## src/rtl/uopPkg.sv

```systemverilog
// Micro-op splitter types for instruction class, phase, data-processing opcode and field constants
`default_nettype none

package uopPkg;

	// Instruction word layout
	localparam int instrWidth = 32;             // Fixed ARM-style word
	localparam int condTop = 31;                // Condition field MSB
	localparam int condLow = 28;                // Condition field LSB

	// Register codes used when rewriting operands
	localparam logic [3:0] rzReg = 4'b1111;     // Scratch register routed by regFileRz
	localparam logic [3:0] linkReg = 4'd14;     // Link register
	localparam logic [3:0] pcReg = 4'd15;       // Program counter as a source

	// Class of split an instruction needs, from the classifier
	typedef enum logic [3:0] {
		kindNone = 4'd0,                        // Pass through untouched
		kindRsr = 4'd1,                         // Register-shifted-register DP
		kindMulAccShort = 4'd2,                 // MLA
		kindMulAccLong = 4'd3,                  // UMLAL / SMLAL
		kindBranchLink = 4'd4,                  // BL
		kindLdStPostImm = 4'd5,                 // Post-index with immediate offset
		kindLdStPreImm = 4'd6,                  // Pre-index with writeback and immediate
		kindLdStPostReg = 4'd7,                 // Post-index with register offset
		kindLdStPreReg = 4'd8,                  // Pre-index with writeback and register offset
		kindStrReg = 4'd9                       // Register-offset store without writeback
	} uopKind;

	// Which half of a split is on the bus
	typedef enum logic {
		phaseFirst = 1'b0,                      // Also the idle phase
		phaseSecond = 1'b1
	} uopPhase;

	// Data-processing opcode field, bits 24..21
	typedef enum logic [3:0] {
		opMulShape = 4'b0000,                   // Multiply group without accumulate
		opSub = 4'b0010,
		opAdd = 4'b0100,
		opMov = 4'b1101
	} dpOpcode;

endpackage

`default_nettype wire

```

## src/rtl/uopClassifier.sv

```systemverilog
// Decoder from an instruction word to the split class it needs
`timescale 1ns/1ps
`default_nettype none

module uopClassifier (
	input  logic [uopPkg::instrWidth-1:0] instr,
	output uopPkg::uopKind                kind
);
	import uopPkg::*;

	logic rsrForm;                              // DP with shift amount in a register
	logic mulAccForm;                           // Multiply with accumulate bit
	logic branchLinkForm;
	logic ldStForm;                             // Single load/store group
	logic [1:0] ipBits;                         // I and P bits of a load/store

	assign rsrForm = (instr[27:25] == 3'b000) && !instr[7] && instr[4];
	assign mulAccForm = instr[21] && (instr[7:4] == 4'b1001);
	assign branchLinkForm = (instr[27:24] == 4'b1011);
	assign ldStForm = (instr[27:26] == 2'b01);
	assign ipBits = instr[25:24];

	// RSR checked ahead of the multiply pattern
	always_comb begin
		kind = kindNone;
		if (rsrForm) begin
			kind = kindRsr;
		end else if (mulAccForm) begin
			kind = instr[23] ? kindMulAccLong : kindMulAccShort; // Bit 23 selects long
		end else if (branchLinkForm) begin
			kind = kindBranchLink;
		end else if (ldStForm) begin
			case (ipBits)
				2'b00: begin
					if (!instr[21]) begin
						kind = kindLdStPostImm; // Post-index with W clear
					end
				end
				2'b01: begin
					if (instr[21]) begin
						kind = kindLdStPreImm;  // Pre-index with "!"
					end
				end
				2'b10: begin
					if (!instr[21]) begin
						kind = kindLdStPostReg;
					end
				end
				2'b11: begin
					if (instr[21]) begin
						kind = kindLdStPreReg;
					end else if (!instr[20]) begin
						kind = kindStrReg;      // Store without writeback
					end
				end
				default: begin
					kind = kindNone;
				end
			endcase
		end
	end

endmodule

`default_nettype wire

```

## src/rtl/uopSequencer.sv

```systemverilog
// Phase register and latched class of the split in flight
`timescale 1ns/1ps
`default_nettype none

module uopSequencer (
	input  logic            clk,
	input  logic            reset,
	input  logic            stallUop,          // Decode stage frozen
	input  uopPkg::uopKind  kind,              // Live class from the classifier
	output uopPkg::uopPhase phase,
	output uopPkg::uopKind  heldKind           // Class captured at the first micro-op
);
	import uopPkg::*;

	logic startSplit;                           // First micro-op leaves this cycle
	logic endSplit;                             // Second micro-op leaves this cycle

	assign startSplit = (phase == phaseFirst) && (kind != kindNone) && !stallUop;
	assign endSplit = (phase == phaseSecond) && !stallUop;

	// Phase steps only on unstalled edges
	always_ff @(posedge clk) begin
		if (reset) begin
			phase <= phaseFirst;
		end else if (startSplit) begin
			phase <= phaseSecond;
		end else if (endSplit) begin
			phase <= phaseFirst;
		end
	end

	// Class is held for the whole second phase so instr is not decoded again
	always_ff @(posedge clk) begin
		if (reset) begin
			heldKind <= kindNone;
		end else if (startSplit) begin
			heldKind <= kind;
		end
	end

endmodule

`default_nettype wire

```

## src/rtl/uopComposer.sv

```systemverilog
// Micro-op word and control levels per class and phase
`timescale 1ns/1ps
`default_nettype none

module uopComposer (
	input  logic [uopPkg::instrWidth-1:0] instr,
	input  uopPkg::uopPhase               phase,
	input  uopPkg::uopKind                kind,      // Live class, used in phaseFirst
	input  uopPkg::uopKind                heldKind,  // Latched class, used in phaseSecond
	output logic [uopPkg::instrWidth-1:0] uopInstr,
	output logic                          instrMux,
	output logic                          noUpdateFlags,
	output logic                          uopStall,
	output logic [3:0]                    regFileRz,
	output logic                          prevRsrState,
	output logic                          keepV,
	output logic                          noRotate,
	output logic                          ldStRtype
);
	import uopPkg::*;

	uopKind activeKind;                         // Class that steers this cycle
	logic first;
	logic [condTop-condLow:0] cond;
	logic [3:0] rn;                             // Bits 19..16
	logic [3:0] rd;                             // Bits 15..12
	dpOpcode upOp;                              // ADD or SUB from the U bit
	logic [instrWidth-1:0] mulWord;
	logic [instrWidth-1:0] postAccess;
	logic [instrWidth-1:0] preAccess;
	logic [instrWidth-1:0] baseUpdate;

	assign first = (phase == phaseFirst);
	assign activeKind = first ? kind : heldKind;
	assign cond = instr[condTop:condLow];
	assign rn = instr[19:16];
	assign rd = instr[15:12];
	assign upOp = instr[23] ? opAdd : opSub;

	assign uopStall = first && (kind != kindNone); // Hold fetch during the first half
	assign instrMux = (activeKind != kindNone);

	// Plain MUL into Rz keeping the sign bit for the long forms
	assign mulWord = {cond, 3'b000, opMulShape | {2'b00, instr[22], 1'b0}, 1'b0,
		rzReg, 4'b0000, instr[11:0]};

	// Post-index access goes out as immediate form with zero offset
	assign postAccess = {cond, 3'b010, 1'b1, 1'b1, instr[22], 1'b0, instr[20],
		instr[19:12], 12'h000};

	// Pre-index access keeps its offset and leaves writeback to the second micro-op
	assign preAccess = {cond, 2'b01, instr[25], 1'b1, instr[23:22], 1'b0, instr[20],
		instr[19:0]};

	// Rn = Rn +/- offset with the DP immediate bit inverted from the load/store I bit
	assign baseUpdate = {cond, 2'b00, ~instr[25], upOp, 1'b0, rn, rn, instr[11:0]};

	always_comb begin
		uopInstr = instr;                       // Unsplit instructions pass unchanged
		noUpdateFlags = 1'b0;
		regFileRz = 4'b0000;
		prevRsrState = 1'b0;
		keepV = 1'b0;
		noRotate = 1'b0;
		ldStRtype = 1'b0;
		case (activeKind)
			kindRsr: begin
				if (first) begin
					uopInstr = {cond, 3'b000, opMov, 1'b0, 4'b0000, rzReg, instr[11:0]};
					noUpdateFlags = 1'b1;       // Shift result only with flags untouched
					regFileRz = 4'b1100;
				end else begin
					uopInstr = {instr[31:12], 8'h00, rzReg}; // Unshifted Rz source
					prevRsrState = 1'b1;
					regFileRz = 4'b0010;
				end
			end
			kindMulAccShort, kindMulAccLong: begin
				if (first) begin
					uopInstr = mulWord;
					keepV = 1'b1;
					regFileRz = 4'b1100;
				end else if (activeKind == kindMulAccShort) begin
					// Rd = Rz + Rn of the MLA
					uopInstr = {cond, 3'b000, opAdd, instr[20], rzReg, rn, 8'h00, rd};
					noUpdateFlags = 1'b1;
					regFileRz = 4'b0001;
				end else begin
					// Long multiply with the accumulate bit set
					uopInstr = {cond, 4'b0000, 1'b1, instr[22], 1'b1, instr[20], rn, rd, rd,
						4'b1001, rn};
					noUpdateFlags = 1'b1;
				end
			end
			kindBranchLink: begin
				if (first) begin
					uopInstr = {cond, 3'b000, opMov, 1'b0, 4'b0000, linkReg, 8'h00, pcReg};
				end else begin
					uopInstr = {instr[31:25], 1'b0, instr[23:0]}; // Link bit cleared
				end
			end
			kindLdStPostImm, kindLdStPostReg, kindLdStPreImm, kindLdStPreReg: begin
				if (first) begin
					if ((activeKind == kindLdStPostImm) || (activeKind == kindLdStPostReg)) begin
						uopInstr = postAccess;
					end else begin
						uopInstr = preAccess;
					end
				end else begin
					uopInstr = baseUpdate;
				end
				noUpdateFlags = 1'b1;
				noRotate = 1'b1;                // Offset carried raw in both halves
				ldStRtype = (activeKind == kindLdStPostReg) || (activeKind == kindLdStPreReg);
			end
			kindStrReg: begin
				if (first) begin
					uopInstr = {cond, 3'b000, upOp, 1'b0, rn, rzReg, instr[11:0]}; // Rz = address
					regFileRz = 4'b0100;
				end else begin
					uopInstr = {cond, 3'b010, instr[24:20], rzReg, rd, 12'h000}; // Store via Rz
					regFileRz = 4'b0001;
				end
				noUpdateFlags = 1'b1;
			end
			default: begin
				uopInstr = instr;
			end
		endcase
	end

endmodule

`default_nettype wire

```

## src/rtl/microOpUnit.sv

```systemverilog
// Top level joining classifier, sequencer and composer
`timescale 1ns/1ps
`default_nettype none

module microOpUnit (
	input  logic                          clk,
	input  logic                          reset,
	input  logic [uopPkg::instrWidth-1:0] instr,        // Held steady while uopStall
	input  logic                          stallUop,
	output logic [uopPkg::instrWidth-1:0] uopInstr,
	output logic                          instrMux,
	output logic                          noUpdateFlags,
	output logic                          uopStall,
	output logic [3:0]                    regFileRz,
	output logic                          prevRsrState,
	output logic                          keepV,
	output logic                          noRotate,
	output logic                          ldStRtype
);
	import uopPkg::*;

	uopKind kind;                               // Live decode
	uopKind heldKind;                           // Latched at first micro-op
	uopPhase phase;

	uopClassifier classifier (
		.instr (instr),
		.kind  (kind)
	);

	uopSequencer sequencer (
		.clk      (clk),
		.reset    (reset),
		.stallUop (stallUop),
		.kind     (kind),
		.phase    (phase),
		.heldKind (heldKind)
	);

	// Sits beside the sequencer register that steers it
	uopComposer composer (
		.instr         (instr),
		.phase         (phase),
		.kind          (kind),
		.heldKind      (heldKind),
		.uopInstr      (uopInstr),
		.instrMux      (instrMux),
		.noUpdateFlags (noUpdateFlags),
		.uopStall      (uopStall),
		.regFileRz     (regFileRz),
		.prevRsrState  (prevRsrState),
		.keepV         (keepV),
		.noRotate      (noRotate),
		.ldStRtype     (ldStRtype)
	);

endmodule

`default_nettype wire

```

## config.mk

```make
export PLATFORM = sky130hd
export DESIGN_NAME = microOpUnit
export DESIGN_NICKNAME = d
export VERILOG_FILES = /design/src/rtl/uopPkg.sv /design/src/rtl/uopClassifier.sv /design/src/rtl/uopSequencer.sv /design/src/rtl/uopComposer.sv /design/src/rtl/microOpUnit.sv
export SDC_FILE = /design/constraint.sdc
export NUM_CORES = 1
export LEC_CHECK = 0
export BUFFER_PORTS_ARGS = -buffer_cell sky130_fd_sc_hd__buf_4
export CAP_MARGIN = 20
export CORE_MARGIN = 8
export CORE_UTILIZATION = 50
export DETAILED_ROUTE_END_ITERATION = 8
export GPL_ROUTABILITY_DRIVEN = 0
export PLACE_DENSITY = 0.83
export SLEW_MARGIN = 20
export SYNTH_ARGS = -nofsm -noshare
export SYNTH_HDL_FRONTEND = slang
export SYNTH_SLANG_ARGS = --single-unit
```

## constraint.sdc

```tcl
create_clock -name clk -period 5.75 [get_ports clk]
set_clock_uncertainty 0.15 [all_clocks]
set_input_delay 0 -clock clk [delete_from_list [all_inputs] [get_ports clk]]
set_output_delay 0 -clock clk [all_outputs]
set_load 0.01 [all_outputs]
```

==> metrics <==
Synth Register Bits 5; Hold Slack 0.144 ns; via/cell ratio 6.53; post-synthesis sequential area ratio 6.56%; final global-route overflow total 0; worst path arrival time 3.46 ns; cells after synthesis 237; post-route ant nets 0; Pleak 0.889 nW; GRT Total Usage 21.6%; placed cells 320; dpl hpwl 4680 um; Post-Route Utilization 69.3%; nets@finish 333; maximum VDD drop 0.187 mV; RSZ-0062 raised after global routing false; Synth top area share 7.38%; post-route insts no fill 330; yosys warns 0; post-synth net total 272; status completed; iteration count of the initial detailed-routing pass 4; vias in the first global route 2061; Reg clk slew, reported paths 0.04 ns; clk sink count 5; ratio of cells with drive above 1 in the final layout 28.3%; post-CTS setup buffers 0; Max Clock Freq 277 MHz; setup_tns 0 ns; IO Port Bufs 69; Final Total Pwr 0.000369 W; max-cap violations 0; final setup fails 0; Relative slew margins 44.7%; min Tclk post-route 3.61 ns; area grow syn2layout 35.4%; Synth top cells by count 30 x nand2_1, 25 x nor2_1, 19 x o21ai_0, 18 x a21oi_1, 13 x a211oi_1; Worst EP required 5.60 ns; Inserted Clock Buffers 3; number of H-tree levels 1; vias 2155; final wirelength 5840 um; ys async rst share 0%; fin. max-slew vios 0; element type at the critical path end output pin; Die ar. 0.00507 mm2; largest net degree at the start of global routing 24; Fin. Hold Viols 0; critical path class reg -> out; mapped cell area 0.00153 mm2; crit start category flip-flop; TritonCTS clock tree yes; CTS max path bufs 2; n_diodes 0; core area 0.00298 mm2; routed length per instance 17.7 um; Synth area leader nand2_1; Synth cell types 61; DRC 0; num rows 20; Synth Area per Inst 6.44 um2; top cells by area, synth nand2_1 7.4%, dfxtp_1 6.6%, a211oi_1 6.4%; clk root buf clkbuf_4; initial antenna violation count 0; Hold WC Path Type in -> out; global-route wire length before repair 9330 um; DRT iter0 DRCs 195; Ports 78; Starting Density 51.2%; PwrDens 179 mW/mm2; Post-synth EDFFs 0; clk_lat worst skew 0.23 ns; Die Span Y 71.2 um; crit path max fanout 23; Worst-Margin Slew 0.822 ns; count leader, synth nand2_1; crit share post-route 62.8%; Post-synth top flop dfxtp_1; Die W 71.2 um
## routing by layer
layer / up-vias / global-route usage, % / wire length [um]
li1: 1015 / - / -
met1: 963 / 25.1 / 2330
met2: 157 / 36.4 / 2630
met3: 20 / 7.25 / 705
met4: 0 / 6.70 / 180
met5: - / 0 / 0
## area by class of cell
type / count / area [um2]
fillers: 276 / 913
flip-flops and latches: 5 / 100
inverters: 5 / 18.8
clock buffers: 4 / 26.3
well taps: 33 / 41.3
multi-input cells: 208 / 1300
repair buffers: 75 / 578
## stage by stage
stage / worst slack, ns / area (um2)
floorplan: 3.59 / 1530
global placement: 2.51 / 1980
detailed placement: 2.50 / 1980
CTS: 2.24 / 2060
global route: 1.90 / 2060
finish: 2.14 / 2060
## flip-flops by register name (all words and copies together), names as in the netlist
| signal | cells |
|---|---|
| sequencer.heldKind | 4 |
| sequencer.phase | 1 |
## repair_timing
| item | in CTS | in global routing |
|---|---|---|
| hold endpoints to repair | 9 | 0 |
| hold buffers | 6 | 0 |
| resized for setup | 0 | 0 |
## critical path, cell delays in order, from the launching register on
cell      delay, ns
dfxtp_1        0.54
inv_1          0.51
o41ai_2        0.26
o31ai_1        0.72
a21oi_1        0.19
nor3_1         0.49
o32ai_1        0.24
nand2b_1       0.15
buf_4          0.13
## report_power, final
part	internal (W)	total, W	leakage [nW]	switching [W]
logic	0.000131	0.000282	0.833	0.000151
clock network	0.0000261	0.0000383	0.0150	0.0000122
registers	0.0000372	0.0000486	0.0407	0.0000114
## cell usage in the layout (no fill, tap or decap), types with 3 or more instances in the layout
master / count
nor3_1: 7
nor2b_1: 5
a22oi_1: 3
o22ai_1: 3
o2bb2ai_1: 3
o31ai_1: 4
o21ai_0: 19
dfxtp_1: 5
a22o_1: 5
nand3_1: 4
buf_4: 69
nor2_1: 25
a21o_1: 7
mux2i_1: 7
dlygate4sd3_1: 6
nand2b_1: 7
and2_1: 5
a21oi_1: 18
inv_1: 4
nand2_1: 30
clkbuf_4: 3
a211oi_1: 13
## worst paths after layout
check	start	slack (ns)	endpoint	depth (start not counted)
min	instr[10]	0.14	uopInstr[10]	3
max	sequencer.phase$_SDFFE_PP0P_	2.14	uopInstr[21]	8
max reg2reg	sequencer.phase$_SDFFE_PP0P_	2.62	sequencer.heldKind[3]$_SDFFE_PP0P_	7
min reg2reg	sequencer.heldKind[2]$_SDFFE_PP0P_	0.49	sequencer.heldKind[2]$_SDFFE_PP0P_	2
## logic make-up after synthesis
group | after synthesis | share of synthesized area, %
flops | 5 | 6.56
buf+inv | 24 | 8.20
mux | 9 | 6.07
xor+xnor | 1 | 0.574
compound gates | 97 | 44.6
simple gates | 101 | 34.0
No activity file was read; power rests on OpenSTA's default activity.
